[config.mk]
export PLATFORM = sky130hd
export DESIGN_NAME = mem_stage_flat
export DESIGN_NICKNAME = d
export VERILOG_FILES = /design/src/mem_pkg.sv /design/src/dmem_if.sv /design/src/mem_stage.sv /design/src/flat_wrapper.sv
export SDC_FILE = /design/constraint.sdc
export NUM_CORES = 1
export LEC_CHECK = 0
export BUFFER_PORTS_ARGS = -buffer_cell sky130_fd_sc_hd__buf_2
export CAP_MARGIN = 20
export CORE_AREA = 2 2 112 114
export CTS_CLUSTER_DIAMETER = 60
export DETAILED_ROUTE_END_ITERATION = 16
export DIE_AREA = 0 0 114 116
export GPL_TIMING_DRIVEN = 1
export PLACE_DENSITY = 0.77
export SYNTH_ARGS = -nofsm -noshare
export SYNTH_HDL_FRONTEND = slang
export SYNTH_SLANG_ARGS = --single-unit
[constraint.sdc]
create_clock -name clk -period 7.7 [get_ports clk]
set_input_delay 0.385 -clock clk [delete_from_list [all_inputs] [get_ports clk]]
set_output_delay 0.385 -clock clk [all_outputs]
set_load 0.1 [all_outputs]
[src/mem_pkg.sv]
package mem_pkg;

    // data path widths
    typedef logic [31:0] word_t;
    typedef logic [7:0]  byte_t;
    typedef logic [4:0]  reg_idx_t;

    // one bit per field, see bit positions below
    typedef logic [5:0]  mem_op_t;

    // word index into a bank, only the low bits reach the array
    typedef logic [31:0] bank_idx_t;

    // byte lanes, one bank per lane
    localparam int NUM_LANES = 4;

    // memory access flag
    localparam int MEM_OP_EN  = 0;

    // zero extend on load
    localparam int MEM_OP_UNS = 1;

    // store when set, load when clear
    localparam int MEM_OP_ST  = 2;

    // access size, exactly one of these is set for a memory item
    localparam int MEM_OP_W   = 3;
    localparam int MEM_OP_H   = 4;
    localparam int MEM_OP_B   = 5;

endpackage

[src/dmem_if.sv]
`timescale 1ns/1ps

interface dmem_if;

    // request side, held for the whole access
    logic                            req;
    logic                            we;
    mem_pkg::bank_idx_t              idx;
    logic [mem_pkg::NUM_LANES-1:0]   wmask;
    mem_pkg::byte_t                  wdata [mem_pkg::NUM_LANES];

    // response side, one lane per bank
    mem_pkg::byte_t                  rdata [mem_pkg::NUM_LANES];
    logic [mem_pkg::NUM_LANES-1:0]   ack;

    modport stage (
        output req,
        output we,
        output idx,
        output wmask,
        output wdata,
        input  rdata,
        input  ack
    );

    modport bank (
        input  req,
        input  we,
        input  idx,
        input  wmask,
        input  wdata,
        output rdata,
        output ack
    );

endinterface

[src/mem_stage.sv]
`timescale 1ns/1ps

module mem_stage (
    input  logic                 clk,
    input  logic                 rst_n_i,
    input  logic                 flush_i,

    input  logic                 in_valid_i,
    output logic                 in_ready_o,
    input  mem_pkg::mem_op_t     in_op_i,
    input  mem_pkg::word_t       in_addr_i,
    input  mem_pkg::word_t       in_store_data_i,
    input  mem_pkg::word_t       in_pc_i,
    input  mem_pkg::reg_idx_t    in_wreg_idx_i,
    input  logic                 in_wreg_en_i,

    dmem_if.stage                dmem,

    output logic                 out_valid_o,
    input  logic                 out_ready_i,
    output mem_pkg::word_t       out_result_o,
    output mem_pkg::word_t       out_pc_o,
    output mem_pkg::reg_idx_t    out_wreg_idx_o,
    output logic                 out_wreg_en_o
);

    logic [1:0]                     offset;
    logic                           is_mem;
    logic                           is_load;
    logic [mem_pkg::NUM_LANES-1:0]  st_mask;
    mem_pkg::word_t                 st_data;
    mem_pkg::word_t                 rd_word;
    mem_pkg::byte_t                 rd_byte;
    logic [15:0]                    rd_half;
    mem_pkg::word_t                 load_val;
    logic                           ack_all;
    logic                           done_q;
    logic                           mem_done;
    logic                           space;
    logic                           accept;
    logic                           out_valid_q;
    mem_pkg::word_t                 result_q;
    mem_pkg::word_t                 pc_q;
    mem_pkg::reg_idx_t              wreg_idx_q;
    logic                           wreg_en_q;

    assign offset  = in_addr_i[1:0];
    assign is_mem  = in_op_i[mem_pkg::MEM_OP_EN];
    assign is_load = is_mem & ~in_op_i[mem_pkg::MEM_OP_ST];

    // store alignment, data is replicated so every lane sees its byte
    always_comb begin
        st_mask = '0;
        if (in_op_i[mem_pkg::MEM_OP_W]) begin
            st_mask = '1;
            st_data = in_store_data_i;
        end else if (in_op_i[mem_pkg::MEM_OP_H]) begin
            st_mask = offset[1] ? 4'b1100 : 4'b0011;
            st_data = {2{in_store_data_i[15:0]}};
        end else begin
            st_mask[offset] = 1'b1;
            st_data = {4{in_store_data_i[7:0]}};
        end
    end

    // bank request, dropped once the acks are in or on flush
    assign dmem.req   = in_valid_i & is_mem & ~done_q & ~flush_i;
    assign dmem.we    = in_op_i[mem_pkg::MEM_OP_ST];
    assign dmem.idx   = in_addr_i >> 2;
    assign dmem.wmask = st_mask;

    always_comb begin
        for (int i = 0; i < mem_pkg::NUM_LANES; i++) begin
            dmem.wdata[i]     = st_data[8*i +: 8];
            rd_word[8*i +: 8] = dmem.rdata[i];
        end
    end

    // load extraction by offset and size
    assign rd_byte = rd_word[{offset, 3'b000} +: 8];
    assign rd_half = offset[1] ? rd_word[31:16] : rd_word[15:0];

    always_comb begin
        if (in_op_i[mem_pkg::MEM_OP_W]) begin
            load_val = rd_word;
        end else if (in_op_i[mem_pkg::MEM_OP_H]) begin
            load_val = in_op_i[mem_pkg::MEM_OP_UNS] ? {16'h0, rd_half}
                                                    : {{16{rd_half[15]}}, rd_half};
        end else begin
            load_val = in_op_i[mem_pkg::MEM_OP_UNS] ? {24'h0, rd_byte}
                                                    : {{24{rd_byte[7]}}, rd_byte};
        end
    end

    // all banks answer together, done_q remembers a finished access
    // while downstream is full so the banks see one request per item
    assign ack_all  = &dmem.ack;
    assign mem_done = ack_all | done_q;
    assign space    = ~out_valid_q | out_ready_i;

    // a flush consumes the incoming item without keeping it
    assign in_ready_o = flush_i | (space & (~is_mem | mem_done));
    assign accept     = in_valid_i & in_ready_o & ~flush_i;

    always_ff @(posedge clk or negedge rst_n_i) begin
        if (!rst_n_i) begin
            out_valid_q <= 1'b0;
            done_q      <= 1'b0;
        end else if (flush_i) begin
            out_valid_q <= 1'b0;
            done_q      <= 1'b0;
        end else begin
            if (accept) begin
                out_valid_q <= 1'b1;
            end else if (out_ready_i) begin
                out_valid_q <= 1'b0;
            end
            done_q <= in_valid_i & is_mem & mem_done & ~accept;
        end
    end

    // result register, alu items pass their address
    always_ff @(posedge clk) begin
        if (accept) begin
            result_q   <= is_load ? load_val : in_addr_i;
            pc_q       <= in_pc_i;
            wreg_idx_q <= in_wreg_idx_i;
            wreg_en_q  <= in_wreg_en_i;
        end
    end

    assign out_valid_o    = out_valid_q & ~flush_i;
    assign out_result_o   = result_q;
    assign out_pc_o       = pc_q;
    assign out_wreg_idx_o = wreg_idx_q;
    assign out_wreg_en_o  = wreg_en_q;

endmodule

[src/flat_wrapper.sv]
// flat-port wrapper written by rule: the top's interface ports become plain ports
module mem_stage_flat 
  (clk, rst_n_i, flush_i, in_valid_i, in_ready_o, in_op_i, in_addr_i, in_store_data_i, in_pc_i, in_wreg_idx_i, in_wreg_en_i, out_valid_o, out_ready_i, out_result_o, out_pc_o, out_wreg_idx_o, out_wreg_en_o, dmem_req, dmem_we, dmem_idx, dmem_wmask, dmem_wdata, dmem_rdata, dmem_ack);
  dmem_if dmem_i ();
  input  logic clk;
  input  logic rst_n_i;
  input  logic flush_i;
  input  logic in_valid_i;
  output logic in_ready_o;
  input  mem_pkg::mem_op_t in_op_i;
  input  mem_pkg::word_t in_addr_i;
  input  mem_pkg::word_t in_store_data_i;
  input  mem_pkg::word_t in_pc_i;
  input  mem_pkg::reg_idx_t in_wreg_idx_i;
  input  logic in_wreg_en_i;
  output logic out_valid_o;
  input  logic out_ready_i;
  output mem_pkg::word_t out_result_o;
  output mem_pkg::word_t out_pc_o;
  output mem_pkg::reg_idx_t out_wreg_idx_o;
  output logic out_wreg_en_o;
  output wire logic [$bits(dmem_i.req)-1:0] dmem_req;
  output wire logic [$bits(dmem_i.we)-1:0] dmem_we;
  output wire logic [$bits(dmem_i.idx)-1:0] dmem_idx;
  output wire logic [$bits(dmem_i.wmask)-1:0] dmem_wmask;
  output wire logic [$bits(dmem_i.wdata)-1:0] dmem_wdata;
  input wire logic [$bits(dmem_i.rdata)-1:0] dmem_rdata;
  input wire logic [$bits(dmem_i.ack)-1:0] dmem_ack;
  assign dmem_req = dmem_i.req;
  assign dmem_we = dmem_i.we;
  assign dmem_idx = dmem_i.idx;
  assign dmem_wmask = dmem_i.wmask;
  assign dmem_wdata = {>>{dmem_i.wdata}};
  assign dmem_i.rdata = {>>{dmem_rdata}};
  assign dmem_i.ack = dmem_ack;
  mem_stage u_core (.clk(clk), .rst_n_i(rst_n_i), .flush_i(flush_i), .in_valid_i(in_valid_i), .in_ready_o(in_ready_o), .in_op_i(in_op_i), .in_addr_i(in_addr_i), .in_store_data_i(in_store_data_i), .in_pc_i(in_pc_i), .in_wreg_idx_i(in_wreg_idx_i), .in_wreg_en_i(in_wreg_en_i), .dmem(dmem_i), .out_valid_o(out_valid_o), .out_ready_i(out_ready_i), .out_result_o(out_result_o), .out_pc_o(out_pc_o), .out_wreg_idx_o(out_wreg_idx_o), .out_wreg_en_o(out_wreg_en_o));
endmodule
==> reports/results.txt <==
delay-heaviest family, CP: buffers and inverters
DIE AREA: 13200 sq um
CP max FO: 29
largest net degree at the start of global routing: 72
Synth Cell Area: 4040 sq um
CTS Root Cell: clkbuf_16
Clk pwr share: 33.7%
CP peak stage delay: 490 ps
Clock Path Buffers: 2
Core Rows: 40
register area share after synthesis: 53.3%
Sum Neg Setup Slack: 0 ps
Pins Over Slew Limit: 0
post-synthesis sequential element count: 72
initial antenna violation count: 1
Setup Viol. Count Final: 0
DP Wirelength: 10800 microns
final period utilization: 31.5%
Yosys warning count: 0
Final ANT Viol Nets: 0
final core occ: 47.0%
Setup CP Type: in -> out
switching share of power: 38.5%
fmax: 412 MHz
Crit. End Element: primary output
combinational power share: 32.5%
Vias/cell: 5.07
Post-route DRC: 0
# Max-Cap Violations: 0
Critical Path RT: 7320 ps
Num CTS Buffers: 9
Pint: 0.819 mW
H-tree Lvls: 3
Seq pwr share: 33.8%
vias: 3805
Synth async-reset ratio: 2.78%
CTS clk-pin slew, worst paths: 60 ps
first-pass GRT wire length: 19800 microns
skew final: 8.58 ps
Buf+Inv Stages, Crit Path: 3
wire per inst: 18.6 microns
vias in the first global route: 3677
Post-Synth XOR/XNOR Area: 0%
Critical Path AT: 2040 ps
relative slew slack: 40.6%
total track usage: 20.1%
IO buf count: 287
Area Growth Syn to Fin: 38.8%
Synth Instances: 360
clock net sink count: 72
mux share of post-synthesis cell area: 10.2%
initial cell density of the core: 33.9%
status: finished clean
CTS tree: yes
post-synth cell types: 33
synth cell count leaders: edfxtp_1, buf_4, nand2_1, o21ai_0, mux2_2
Hold Path Class: in -> reg
EDFF count, synth: 70
drt pass-1 iters: 5
hold slack final: 229 ps
Core Area: 11900 sq um
Chip Width: 114 microns
synthesized-area fraction occupied by adder cells: 0%
CP most frequent cell: buf_2
post-route setup slack: 5270 ps
pre-CTS WS: 5300 ps
main combinational cell family by area after synthesis: compound AO/OA/AOI/OAI gates
fin crit period: 2430 ps
dominant cell type by area after synthesis: edfxtp_1
clk_lat worst skew: 330 ps
Psw: 0.514 mW
worst-path cell chain: buf_2 > inv_1 > o21bai_1 > buf_2
Final Net Count: 747
Power Dens Cells: 238 nW/um^2
Post-synth top flop: edfxtp_1
Area contributors post-synth: edfxtp_1, buf_4, mux2_2
Total Power: 1.33 mW
Pleak: 2.52 nW
final weighted congestion in routability-driven placement: 0.863
setup bufs post-CTS: 0
die height: 116 microns
Synth Area in Compound Gates: 14.7%
Slew @ Worst Pin: 891 ps
final hold viol count: 0
most numerous cell in the Yosys netlist: edfxtp_1
share of cells above drive strength 1: 55.7%
Slowest-stage cell, CP: buf_2
simple-gate share of the synthesized area: 10.4%
Peak VDD IR: 0.108 mV
Synth top area share: 52.1%
RSZ-0062 raised after global routing: no
Top Ports: 291
total gr overflow: 0
Initial DRC Count: 279
Syn Area/Cell: 11.2 sq um
FF-to-FF setup slack: 5700 ps
CP Launch Type: input pin
Detailed Route WL: 14000 microns
## per-stage QoR
step / cell area (sq um) / cells
floorplan: 4040 / 361
global placement: 5260 / 733
detailed placement: 5260 / 733
CTS: 5600 / 750
global route: 5600 / 750
finish: 5600 / 751
## power by group through the flow
stage | clock network [mW] | registers, mW | logic, mW
after floorplan | 0 | 0.547 | 0.267
after detailed placement | 0 | 0.459 | 0.434
after global routing | 0.476 | 0.452 | 0.452
after CTS | 0.459 | 0.451 | 0.435
after global placement | 0 | 0.459 | 0.429
final | 0.449 | 0.451 | 0.434
## layout make-up
type                            instances  area [sq um]
Antenna cell                            1          2.50
Clock buffer                            9           225
Clock inverter                          7           103
Fill cell                            1118          6310
Inverter                                4          15.0
Multi-Input combinational cell        219          1440
Sequential cell                        72          2150
Tap cell                              147           184
Timing Repair Buffer                  292          1480
## worst reg2reg max path, delay by kind of cell, from the launching register on
| kind | cells | cell delay (ps) |
|---|---|---|
| AND/OR/NAND/NOR | 2 | 300 |
| flip-flops | 1 | 360 |
| AO/OA/AOI/OAI | 1 | 150 |
| buffers and inverters | 2 | 760 |
## sequential cells by signal, summed over array words and instances (netlist names)
signal,count
u_core.out_pc_o,32
u_core.out_result_o,32
u_core.out_wreg_idx_o,5
u_core.out_wreg_en_o,1
u_core.done_q,1
u_core.out_valid_q,1
## what timing repair did
| action | in CTS | in global routing |
|---|---|---|
| resized for setup | 0 | 0 |
| setup endpoints to repair | 0 | 0 |
| hold buffers | 1 | 0 |
| hold endpoints to repair | 2 | 0 |
## layout by cell type, fill, tap and decap left out
cell	n
a221o_1	12
bufinv_16	2
edfxtp_1	70
clkinv_4	2
a221oi_1	2
clkbuf_16	9
nor4bb_1	1
nor2b_1	1
o21ai_0	25
nand3b_1	15
buf_2	287
nor3b_2	1
mux2_2	23
mux2i_1	13
o22ai_1	7
nand4b_1	1
nand2b_1	3
inv_6	2
a21oi_2	1
nor2_2	2
dfrtp_1	2
conb_1	2
dlygate4sd3_1	1
nor2b_4	1
clkinvlp_4	1
nand4_1	1
diode_2	1
o21a_1	7
a21oi_1	20
nor2_1	22
inv_1	4
o21bai_1	4
mux4_2	1
nand2_1	38
a21o_1	1
buf_4	4
a31oi_1	14
nand3_1	1
## kinds of logic after synthesis
family                 count (synthesis)
AOI/OAI and AO/OA                     93
and+or+nand+nor                       87
DFF                                   72
buffers and inverters                 70
muxes                                 37
other                                  1
## final timing paths
check,depth (start not counted),start,to
worst max-delay path,4,in_addr_i[1],dmem_wmask[2]
worst min-delay path,1,in_pc_i[28],u_core.out_pc_o[28]$_DFFE_PP_
worst max register to register,5,u_core.done_q$_DFF_PN0_,u_core.out_pc_o[17]$_DFFE_PP_
worst min register to register,2,u_core.done_q$_DFF_PN0_,u_core.done_q$_DFF_PN0_
max in group asynchronous,2,rst_n_i,u_core.out_valid_q$_DFFE_PN0P_
min in group asynchronous,2,rst_n_i,u_core.done_q$_DFF_PN0_
## layer usage
layer | up-vias | GRT usage [%] | routed length (microns)
met5 | - | 0 | 0
li1 | 1773 | - | -
met3 | 25 | 5.39 | 1280
met2 | 226 | 39.9 | 7720
met4 | 0 | 9.02 | 416
met1 | 1781 | 19.1 | 4530
Note: power is estimated with default switching activity, not from simulation.
