<file path="src/mem_pkg.sv">
package mem_pkg;

    // data path widths
    typedef logic [31:0] word_t;
    typedef logic [7:0]  byte_t;
    typedef logic [4:0]  reg_idx_t;

    // one bit per field, see bit positions below
    typedef logic [5:0]  mem_op_t;

    // word index into a bank, only the low bits reach the array
    typedef logic [31:0] bank_idx_t;

    // byte lanes, one bank per lane
    localparam int NUM_LANES = 4;

    // memory access flag
    localparam int MEM_OP_EN  = 0;

    // zero extend on load
    localparam int MEM_OP_UNS = 1;

    // store when set, load when clear
    localparam int MEM_OP_ST  = 2;

    // access size, exactly one of these is set for a memory item
    localparam int MEM_OP_W   = 3;
    localparam int MEM_OP_H   = 4;
    localparam int MEM_OP_B   = 5;

endpackage

</file>
<file path="src/wb_stage.sv">
`timescale 1ns/1ps

module wb_stage (
    input  logic                 clk,
    input  logic                 rst_n_i,

    input  logic                 in_valid_i,
    output logic                 in_ready_o,
    input  mem_pkg::word_t       in_result_i,
    input  mem_pkg::word_t       in_pc_i,
    input  mem_pkg::reg_idx_t    in_wreg_idx_i,
    input  logic                 in_wreg_en_i,

    output logic                 wb_valid_o,
    input  logic                 wb_ready_i,
    output logic                 wb_we_o,
    output mem_pkg::reg_idx_t    wb_idx_o,
    output mem_pkg::word_t       wb_data_o,
    output mem_pkg::word_t       wb_pc_o
);

    logic               valid_q;
    logic               we_q;
    mem_pkg::word_t     data_q;
    mem_pkg::word_t     pc_q;
    mem_pkg::reg_idx_t  idx_q;
    logic               load;

    // empty or draining this cycle
    assign in_ready_o = ~valid_q | wb_ready_i;
    assign load       = in_valid_i & in_ready_o;

    always_ff @(posedge clk or negedge rst_n_i) begin
        if (!rst_n_i) begin
            valid_q <= 1'b0;
            we_q    <= 1'b0;
        end else if (load) begin
            valid_q <= 1'b1;
            // x0 is hardwired, never written
            we_q    <= in_wreg_en_i & (|in_wreg_idx_i);
        end else if (wb_ready_i) begin
            valid_q <= 1'b0;
        end
    end

    always_ff @(posedge clk) begin
        if (load) begin
            data_q <= in_result_i;
            pc_q   <= in_pc_i;
            idx_q  <= in_wreg_idx_i;
        end
    end

    assign wb_valid_o = valid_q;
    assign wb_we_o    = valid_q & we_q;
    assign wb_idx_o   = idx_q;
    assign wb_data_o  = data_q;
    assign wb_pc_o    = pc_q;

endmodule
</file>
<file path="config.mk">
export PLATFORM = sky130hd
export DESIGN_NAME = wb_stage
export DESIGN_NICKNAME = d
export VERILOG_FILES = /design/src/mem_pkg.sv /design/src/wb_stage.sv
export SDC_FILE = /design/constraint.sdc
export NUM_CORES = 1
export LEC_CHECK = 0
export BUFFER_PORTS_ARGS = -buffer_cell sky130_fd_sc_hd__buf_2
export CAP_MARGIN = 10
export CORE_MARGIN = 5
export CORE_UTILIZATION = 40
export DETAILED_ROUTE_END_ITERATION = 10
export GPL_ROUTABILITY_DRIVEN = 0
export PLACE_DENSITY = 0.8
export SYNTH_ARGS = -nofsm -noshare
export SYNTH_HDL_FRONTEND = slang
export SYNTH_SLANG_ARGS = --single-unit
</file>
<file path="constraint.sdc">
create_clock -name clk -period 2.98 [get_ports clk]
set_clock_uncertainty 0.05 [all_clocks]
set_input_delay 0 -clock clk [delete_from_list [all_inputs] [get_ports clk]]
set_output_delay 0 -clock clk [all_outputs]
set_load 0.01 [all_outputs]
</file>
==> results of run 1 <==
## registers in the layout, summed over array words and instances, names as in the netlist
register,count
wb_data_o,32
we_q,1
wb_pc_o,32
wb_valid_o,1
wb_idx_o,5
## worst max-delay path, cell delays in order, from the launching register on
cell and delay (ns):
dfrtp_1 0.41, nand2b_1 0.12, and2_2 0.66, buf_12 0.31
mux2i_1 0.23
## final timing paths
kind                                 start    endpoint  slack, ns
worst min-delay path            wb_ready_i  in_ready_o       0.29
worst max register to register  wb_valid_o        we_q       1.10
min in group asynchronous          rst_n_i        we_q       0.52
max in group asynchronous          rst_n_i  wb_valid_o       2.23
worst max-delay path            wb_valid_o        we_q       1.10
worst min register to register        we_q        we_q       0.50
## logic make-up (layout without fill, tap and decap cells)
logic type             count (synthesis)  in the layout
multiplexers                           1              1
flip-flops                            71             71
buffers and inverters                  1            237
AND/OR/NAND/NOR                        5              5
AO/OA/AOI/OAI                          1              1
## power groups by stage
stage          Combinational [uW]  Clock [uW]  Sequential, uW
3_5_place_dp                  168           0            1200
2_1_floorplan                24.9           0            1230
5_1_grt                       266         806            1180
4_1_cts                       245         747            1180
6_report                      248         733            1180
3_3_place_gp                  163           0            1200
## stage by stage
stage                     std cells  instance area, sq um
after global routing            385                  3940
after global placement          295                  3010
after CTS                       385                  3940
after floorplan                  79                  2170
after detailed placement        295                  3010
final                           385                  3940
## cell usage in the layout, fill, tap and decap left out, drive strengths merged
cell,synthesis,final
mux2i,1,1
dfrtp,2,2
nand2b,2,2
dlygate4sd3,0,74
buf,0,146
inv,1,1
and2,2,2
bufinv,0,1
clkinv,0,1
clkbuf,0,13
edfxtp,69,69
or4,1,1
o21ai,1,1
clkinvlp,0,1
## layout make-up
cell class / instances / area (sq um) / share of cell area
sequential: 71 / 2120 / 0.539
inverter: 1 / 3.75 / 0.000953
clock inverter: 3 / 42.5 / 0.0108
tap: 70 / 87.6 / 0.0222
clock buffer: 13 / 149 / 0.0378
multi-input combinational: 7 / 48.8 / 0.0124
timing repair buffer: 220 / 1490 / 0.377
## routing by layer
| metal | global-route usage | vias up | routed length, um | share of wire |
|---|---|---|---|---|
| met5 | 0 | - | 0 | 0 |
| met4 | 0.0950 | 0 | 159 | 0.024 |
| met3 | 0.0701 | 16 | 507 | 0.077 |
| met2 | 0.368 | 98 | 3760 | 0.57 |
| met1 | 0.178 | 824 | 2140 | 0.33 |
| li1 | - | 777 | - | - |
## repair_timing
action	4_1_cts	5_1_grt
endpoints found under the hold margin	73	0
hold buffers	74	0
setup endpoints to repair	0	0
gates resized for setup	0	0
==> summary.txt, run 1 <==
Critical path
  – CP arrival: ~2.1 ns
  – Startpoint types: flip-flop
  – Worst setup path class: flip-flop to flip-flop
  – Worst-path maximum fanout: 39
  – Critical Path RT: 3.17 ns
  – Worst Setup End Kind: flip-flop
  – Reg2Reg Depth: 4

Synth
  – XOR/XNOR share of the synthesized area: 0
  – Synth unique cells: 8
  – Yosys top cell area share: 0.953
  – Post-synth EDFFs: around 70
  – Yosys reg bits: 71
  – Seq/Total Area, Yosys: 0.976
  – Largest family of logic cells by synthesized area: simple AND/OR/NAND/NOR gates
  – Syn nets: between 150 and 200
  – Top_reg_cell synth: edfxtp_1
  – Cell taking the most area after synthesis: edfxtp_1
  – Synth Area in Simple Gates: 0.0150
  – Avg Cell Area, Syn: 27.5 sq um
  – Synth area leaders: edfxtp_1, dfrtp_1, and2_1
  – Ys Warns: 0
  – Count leader, synth: edfxtp_1
  – Proportion of synthesized area in mux cells: 0.00461
  – Syn Inst Count: 79
  – Synth Area in Compound Gates: 0.00230
  – Post-Synth Adder-Cell Area: 0
  – Ys async rst share: 0.0282
  – Commonest cells post-synth: edfxtp_1, and2_1, dfrtp_1, nand2b_1
  – Synth Cell Area: 0.00217 sq mm

Timing
  – Final setup TNS: 0 ns
  – Final setup fails: 0
  – Fin crit share: 0.632
  – Slew @ Worst Pin: around 0.76 ns
  – Slew margin rel.: 0.494
  – RSZ-0062 raised after global routing: no
  – Fin worst setup slack: roughly 1.1 ns
  – Minimum clock period: roughly 1.9 ns
  – Max-slew violations: 0
  – F_max: 0.531 GHz
  – Min Hold Slack: 0.292 ns
  – Fin. Hold Viols: 0

Power
  – Leak: about 0.0017 uW
  – Clk network pwr share: 0.339
  – Sequential Power Share: 0.546
  – Power, Total: between 2000 and 2500 uW
  – NetSw: 448 uW
  – Switching share of total power: 0.208
  – PD cells: 548 mW/mm^2
  – Max IR drop VDD: between 0.3 and 0.4 mV
  – Combinational share of power: 0.115
  – Pint: about 1700 uW

Place
  – Pre-CTS setup slack: 1.10 ns
  – I/O Buffers: 145

Global route
  – First-pass GRT wire length: 10200 um
  – Vias in the first global route: 1995
  – GRT Util Overall: 0.193
  – Grt total ovfl: 0
  – Largest net degree at the start of global routing: 40
  – Initial antenna violation count: 0

Floorplan
  – Initial Utilization: 0.418
  – Num ports: between 100 and 150
  – Std-Cell Rows: 26
  – Core area: roughly 0.0052 sq mm
  – Die area: 0.00701 sq mm
  – DIE HEIGHT: 83.7 um
  – Die Span X: ~84 um

CTS
  – CTS Root Cell: clkbuf_8
  – Clock sinks: 71
  – CTS tree: done
  – Clock buffer count from CTS: 9
  – CTS clk-pin slew, worst paths: 0.07 ns
  – Worst-Skew Late Latency: 0.32 ns
  – Setup Fix Bufs, Post-CTS: 0
  – H-Tree Depth: 3
  – Clock buffer depth: 2

Route
  – Drt first pass iters: 6
  – Post-route ant nets: 0
  – WL/cell: 17.1 um
  – Final wirelength: 6570 um
  – Drt drc: 0
  – Via count: ~1700
  – DR vias/cell: between 4 and 5
  – DR iter-0 viols: 87

Final layout
  – Ant. Diodes: 0
  – Util after Layout: 0.757
  – Layout cell share with drive strength beyond 1: 0.508
  – Area growth syn-to-layout: 81.3%
  – Final #Nets: 384
  – # fillers: ~330

Min path
  – Class of the worst hold path: input pin to output pin
  – Hold depth: 3

Job
  – Max Cap Violations: 0

Run status
  – Status: finished, final reports clean
Note: power is estimated with default switching activity, not from simulation.
==> run 2: changes to the inputs <==
--- a/config.mk
+++ b/config.mk
@@ -8,10 +8,10 @@
 export BUFFER_PORTS_ARGS = -buffer_cell sky130_fd_sc_hd__buf_2
 export CAP_MARGIN = 10
 export CORE_MARGIN = 5
-export CORE_UTILIZATION = 40
+export CORE_UTILIZATION = 37
 export DETAILED_ROUTE_END_ITERATION = 10
 export GPL_ROUTABILITY_DRIVEN = 0
-export PLACE_DENSITY = 0.8
+export PLACE_DENSITY = 0.78
 export SYNTH_ARGS = -nofsm -noshare
 export SYNTH_HDL_FRONTEND = slang
 export SYNTH_SLANG_ARGS = --single-unit
==> constraint.sdc (replaced) <==
create_clock -name clk -period 1.71 [get_ports clk]
set_clock_uncertainty 0.05 [all_clocks]
set_input_delay 0 -clock clk [delete_from_list [all_inputs] [get_ports clk]]
set_output_delay 0 -clock clk [all_outputs]
set_load 0.01 [all_outputs]
==> run 2 against run 1 <==
Compared with the run above:
- final area up 0.79%
- via count is 1.3% lower
- first-iteration DRC count up 4.6%
- register-to-register slack got worse by 0.71 ns
- critical path type unchanged
- largest cell class unchanged
- highest routed layer unchanged
==> summary.txt, run 2 (same netlist as run 1, synthesis figures left out) <==
Timing
  – Max-slew violations: 0 (unchanged)
  – F_max: 0.752 GHz (+42%)
  – Final setup TNS: 0 ns (unchanged)
  – Fin crit share: 0.777 (+0.145)
  – Slew margin rel.: 0.865 (+0.371)
  – Fin. Hold Viols: 0 (unchanged)
  – Minimum clock period: 1.33 ns (-0.556 ns)
  – Slew @ Worst Pin: 0.202 ns (-0.557 ns)
  – RSZ-0062 raised after global routing: no
  – Final setup fails: 0 (unchanged)

Critical path
  – Worst R2R Start: wb_valid_o
  – CP max stage delay: 0.41 ns (-0.25 ns)
  – Slowest CP cell: dfrtp_1
  – Reg2Reg Depth: 3 (-1)
  – Startpoint types: flip-flop
  – Critical Path RT: 1.68 ns (-1.49 ns)
  – Crit-path cells: nand2b_1 > and2_4 > buf_12
  – Worst-path maximum fanout: 38 (-2.6%)
  – Worst setup path class: flip-flop to flip-flop
  – CP arrival: 1.30 ns (-0.78 ns)
  – R2R Setup Slk: 0.38 ns (-0.71 ns)
  – Worst flop-to-flop path endpoint: wb_pc_o[5]
  – Worst Setup End Kind: flip-flop

Final layout
  – Final #Nets: 385 (+0.26%)
  – Area growth syn-to-layout: 82.7%
  – Most common cell after layout, fill and taps aside: buf_2
  – Non-filler instance count after layout: 391 (+1.6%)
  – Ant. Diodes: 0 (unchanged)
  – # fillers: 405 (+22%)
  – Most frequent cells in the layout: buf_2, dlygate4sd3_1, edfxtp_1
  – Layout cell share with drive strength beyond 1: 0.516 (+0.00789)

Power
  – PD cells: 956 mW/mm^2 (+74%)
  – Combinational share of power: 0.117 (+0.002)
  – Leak: 0.00169 uW (+0.59%)
  – NetSw: 849 uW (+89%)
  – Clk network pwr share: 0.342 (+0.003)
  – Pint: 2950 uW (+72%)
  – Max IR drop VDD: 0.810 mV (+120%)
  – Sequential Power Share: 0.541 (-0.005)
  – Switching share of total power: 0.224 (+0.0161)

Floorplan
  – DIE HEIGHT: 86.6 um (+3.5%)
  – Die area: 0.00751 sq mm (+7.1%)
  – Core area: 0.00582 sq mm (+12%)
  – Die Span X: 86.6 um (+3.5%)
  – Num ports: 146 (unchanged)
  – Initial Utilization: 0.374 (-0.0438)
  – Std-Cell Rows: 28 (+7.7%)

Route
  – Drt first pass iters: 4 (-2)
  – Post-route ant nets: 0 (unchanged)
  – Via count: 1692 (-1.3%)
  – Drt drc: 0 (unchanged)
  – Final wirelength: 6750 um (+2.8%)
  – DR iter-0 viols: 91 (+4.6%)
  – WL/cell: 17.3 um (+1.2%)
  – DR vias/cell: 4.33 (-2.9%)

Min path
  – Class of the worst hold path: input pin to flip-flop
  – Worst Hold End: wb_pc_o[16]
  – Hold depth: 2 (-1)
  – Critical hold path startpoint: in_pc_i[16]

Place
  – DP Wirelength: around 3800 um
  – I/O Buffers: 145 (unchanged)
  – DP Cell Count: 301 (+2.0%)

CTS
  – Number of gates resized after cts: 0 (unchanged)
  – H-Tree Depth: 3 (unchanged)
  – CTS Hold Bufs: 74 (unchanged)
  – Clock sinks: 71 (unchanged)
  – CTS tree: done
  – Worst-Skew Late Latency: 0.34 ns (+0.02 ns)
  – Clock buffer count from CTS: 9 (unchanged)
  – Setup Fix Bufs, Post-CTS: 0 (unchanged)
  – CTS clk-pin slew, worst paths: 0.08 ns (about the same)
  – CTS Root Cell: clkbuf_8
  – Clock buffer depth: 2 (unchanged)

Global route
  – Largest net degree at the start of global routing: 39 (-2.5%)
  – Vias in the first global route: 2038 (+2.2%)
  – First-pass GRT wire length: 10300 um (+1.4%)
  – Initial antenna violation count: 0 (unchanged)
  – GRT Util Overall: 0.192 (-0.00131)
  – Grt total ovfl: 0 (unchanged)

Job
  – Max Cap Violations: 0 (unchanged)

Run status
  – Status: finished, final reports clean
[run 2: cell count changes in the layout (fill, tap and decap cells not counted), sizes merged]
cell	delta
clkinv	+2
buf	+1
clkinvlp	+1
clkbuf	-4
inv	+1
[run 2: cell type report]
class	count	area [sq um]	area share
Tap cell	75	93.8	0.0236
Sequential cell	71	2120	0.534
Inverter	1	3.75	0.000945
Clock inverter	7	71.3	0.0180
Clock buffer	9	124	0.0312
Timing Repair Buffer	221	1510	0.379
Multi-Input combinational cell	7	50.0	0.0126
[run 2: through the flow]
stage | utilization | power (uW) | hold slack (ns) | setup WS (ns) | cell area [sq um]
floorplan | - | 2180 | -0.346 | 0.0956 | 2180
global placement | 0.522 | 2380 | -0.263 | 0.477 | 3040
detailed placement | 0.522 | 2390 | -0.262 | 0.419 | 3040
CTS | 0.683 | 3810 | 0.294 | 0.394 | 3970
global route | 0.683 | 3950 | 0.297 | 0.297 | 3970
finish | 0.683 | 3800 | 0.314 | 0.381 | 3970
[run 2: metal layers]
metal	vias up	share of wire	track usage
li1	780	-	-
met1	799	0.33	0.191
met2	96	0.53	0.336
met3	17	0.11	0.0856
met4	0	0.027	0.0977
met5	-	0	0
[run 2: worst max-delay path by stage]
stage,from,end,cells after the start
global route,wb_valid_o,wb_data_o[1],3
global placement,wb_valid_o,wb_pc_o[1],3
CTS,wb_valid_o,wb_data_o[1],3
detailed placement,wb_valid_o,wb_data_o[1],3
floorplan,wb_valid_o,wb_data_o[0],2
finish,wb_valid_o,wb_pc_o[5],3
[run 2: power groups by stage]
stage                     logic [uW]  clock network [uW]  registers [uW]
after CTS                        434                1320            2050
after global routing             477                1410            2060
after global placement           293                   0            2090
after floorplan                 44.8                   0            2140
after detailed placement         303                   0            2090
final                            443                1300            2050
[run 2: worst max-delay path: cells and delay by family (launching register included)]
kind          cells  cell delay (ns)
simple gates      2             0.31
flops             1             0.41
buf+inv           1             0.23
==> run 3: changes to the inputs <==
--- a/config.mk
+++ b/config.mk
@@ -8,10 +8,10 @@
 export BUFFER_PORTS_ARGS = -buffer_cell sky130_fd_sc_hd__buf_2
 export CAP_MARGIN = 10
 export CORE_MARGIN = 5
-export CORE_UTILIZATION = 37
+export CORE_UTILIZATION = 40
 export DETAILED_ROUTE_END_ITERATION = 10
 export GPL_ROUTABILITY_DRIVEN = 0
-export PLACE_DENSITY = 0.78
+export PLACE_DENSITY = 0.8
 export SYNTH_ARGS = -nofsm -noshare
 export SYNTH_HDL_FRONTEND = slang
 export SYNTH_SLANG_ARGS = --single-unit
==> constraint.sdc (replaced) <==
create_clock -name clk -period 1.29 [get_ports clk]
set_clock_uncertainty 0.05 [all_clocks]
set_input_delay 0 -clock clk [delete_from_list [all_inputs] [get_ports clk]]
set_output_delay 0 -clock clk [all_outputs]
set_load 0.01 [all_outputs]
==> run 3 against run 2 <==
Compared with the run above:
- combinational power is 34% higher
- final cell count shrank 1.3%
- clock power increased by 45%
- utilization up 8.3 points
- final area increased by 0.41%
- power increased by 37%
- via count is 2.0% higher
- sequential share of layout area down 0.22 points
- die area down 6.6%
- hold slack better by 0.0088 ns
- critical path type unchanged
- critical endpoint is now wb_data_o[13]
- largest power group unchanged
- highest routed layer unchanged
==> summary.txt, run 3 (same netlist as run 1, synthesis figures left out) <==
Global route
  – Vias in the first global route: 2085 (+2.3%)
  – Grt total ovfl: 0 (unchanged)
  – Largest net degree at the start of global routing: 36 (-7.7%)
  – Initial antenna violation count: 0 (unchanged)
  – First-pass GRT wire length: 11000 um (+6.4%)
  – GRT Util Overall: 0.213 (+0.0207)

Critical path
  – R2R Setup Slk: 0.03 ns (-0.35 ns)
  – Reg2Reg Depth: 3 (unchanged)
  – Crit-path cells: nand2b_1 > and2_4 > buf_12
  – Crit path buffers/inverters: 1 (unchanged)
  – CP max stage delay: 0.39 ns (-0.02 ns)
  – Worst R2R Start: wb_valid_o
  – CP arrival: 1.23 ns (-0.07 ns)
  – Worst setup path class: flip-flop to flip-flop
  – Delay-heaviest family, CP: flip-flops
  – Worst-path maximum fanout: 35 (-7.9%)
  – Startpoint types: flip-flop
  – Slowest CP cell: dfrtp_1
  – Critical Path RT: 1.27 ns (-0.41 ns)
  – Worst flop-to-flop path endpoint: wb_data_o[13]
  – Worst Setup End Kind: flip-flop

Power
  – Switching share of total power: 0.213 (-0.0109)
  – Leak: 0.00171 uW (+1.0%)
  – PD cells: 1300 mW/mm^2 (+36%)
  – Clk network pwr share: 0.362 (+0.020)
  – Sequential Power Share: 0.524 (-0.017)
  – Pint: 4090 uW (+39%)
  – NetSw: 1110 uW (+30%)
  – Max IR drop VDD: 0.903 mV (+12%)
  – Combinational share of power: 0.114 (-0.003)

Run status
  – Status: finished, final reports clean

CTS
  – Number of gates resized after cts: 0 (unchanged)
  – Clock sinks: 71 (unchanged)
  – CTS tree: done
  – Clock buffer depth: 2 (unchanged)
  – CTS clk-pin slew, worst paths: 0.07 ns (about the same)
  – CTS Root Cell: clkbuf_8
  – H-Tree Depth: 3 (unchanged)
  – Worst-Skew Late Latency: 0.33 ns (about the same)
  – Clock buffer count from CTS: 9 (unchanged)
  – Setup Fix Bufs, Post-CTS: 0 (unchanged)

Floorplan
  – Num ports: 146 (unchanged)
  – Core area: 0.00520 sq mm (-10%)
  – Die area: 0.00701 sq mm (-6.6%)
  – Die Span X: 83.7 um (-3.4%)
  – DIE HEIGHT: 83.7 um (-3.4%)
  – Initial Utilization: 0.418 (+0.0438)
  – Std-Cell Rows: 26 (-7.1%)

Timing
  – Fin. Hold Viols: 0 (unchanged)
  – Min Hold Slack: 0.322 ns (+0.00876 ns)
  – F_max: 0.796 GHz (+5.9%)
  – Max-slew violations: 0 (unchanged)
  – Final setup TNS: 0 ns (unchanged)
  – Minimum clock period: 1.26 ns (-0.0735 ns)
  – Fin crit share: 0.973 (+0.196)
  – RSZ-0062 raised after global routing: yes
  – Slew @ Worst Pin: 0.189 ns (-0.0128 ns)
  – Final setup fails: 0 (unchanged)
  – Slew margin rel.: 0.874 (+0.00855)

Route
  – WL/cell: 18.4 um (+6.7%)
  – Drt drc: 0 (unchanged)
  – DR vias/cell: 4.47 (+3.3%)
  – Post-route ant nets: 0 (unchanged)
  – Final wirelength: 7120 um (+5.4%)
  – Drt first pass iters: 4 (unchanged)
  – Via count: 1725 (+2.0%)
  – DR iter-0 viols: 71 (-22%)

Final layout
  – Area growth syn-to-layout: 83.5%
  – Most frequent cells in the layout: buf_2, dlygate4sd3_1, edfxtp_1
  – Final #Nets: 386 (+0.26%)
  – Layout cell share with drive strength beyond 1: 0.519 (+0.00316)
  – # fillers: 317 (-22%)
  – Most common cell after layout, fill and taps aside: buf_2
  – Ant. Diodes: 0 (unchanged)
  – Design Area, Final: 0.00399 sq mm (+0.41%)

Place
  – I/O Buffers: 145 (unchanged)
  – DP Wirelength: 3910 um (+2.8%)
  – Cell Area, Placed: 0.00304 sq mm (about the same)

Min path
  – Class of the worst hold path: input pin to flip-flop
  – Worst Hold End: wb_pc_o[28]
  – Hold depth: 2 (unchanged)
  – Critical hold path startpoint: in_pc_i[28]

Job
  – Max Cap Violations: 0 (unchanged)
run 3: changes by cell type in the layout (fill, tap and decap cells not counted), sizes merged:
cell / delta
inv: -1
buf: +1
bufinv: +1
clkinvlp: -1
run 3: stage by stage:
step                instances   util  worst slack (ns)  power [uW]
floorplan                  79      -            -0.324        2900
global placement          297  0.583            0.0771        3150
detailed placement        297  0.583            0.0654        3170
CTS                       386  0.766            0.0418        5180
global route              386  0.766          -0.00862        5390
finish                    386  0.766            0.0345        5200
run 3: power groups by stage:
stage	clock network [uW]	logic [uW]	registers, uW
after floorplan	0	59.3	2840
after global placement	0	390	2760
after detailed placement	0	403	2770
after CTS	1890	578	2720
after global routing	2020	634	2740
final	1880	592	2730
run 3: layer usage:
metal / GRT usage / wire [um] / vias to the layer above
li1: - / - / 779
met1: 0.218 / 2440 / 812
met2: 0.381 / 3860 / 122
met3: 0.0809 / 679 / 12
met4: 0.0965 / 136 / 0
met5: 0 / 0 / -
run 3: worst max-delay path by stage:
stage / startpoint / end / slack, ns / cells after the start
final: wb_valid_o / wb_data_o[13] / 0.03 / 3
after global routing: wb_valid_o / wb_data_o[7] / -0.009 / 3
after CTS: wb_valid_o / wb_data_o[7] / 0.04 / 3
after detailed placement: wb_valid_o / wb_data_o[10] / 0.07 / 3
after global placement: wb_valid_o / wb_data_o[10] / 0.08 / 3
after floorplan: wb_valid_o / wb_data_o[0] / -0.32 / 2
run 3: cell type report:
| cell class | instances | area, sq um | area share |
|---|---|---|---|
| inverters | 1 | 3.75 | 0.000941 |
| clock inverters | 6 | 86.3 | 0.0217 |
| flip-flops and latches | 71 | 2120 | 0.532 |
| repair buffers | 222 | 1510 | 0.380 |
| well taps | 70 | 87.6 | 0.0220 |
| multi-input cells | 7 | 50.0 | 0.0126 |
| clock buffers | 9 | 124 | 0.0311 |
run 3: repair_timing:
action / 4_1_cts / 5_1_grt
setup endpoints to repair: 0 / 34
hold endpoints to repair: 73 / 0
hold buffers: 74 / 0
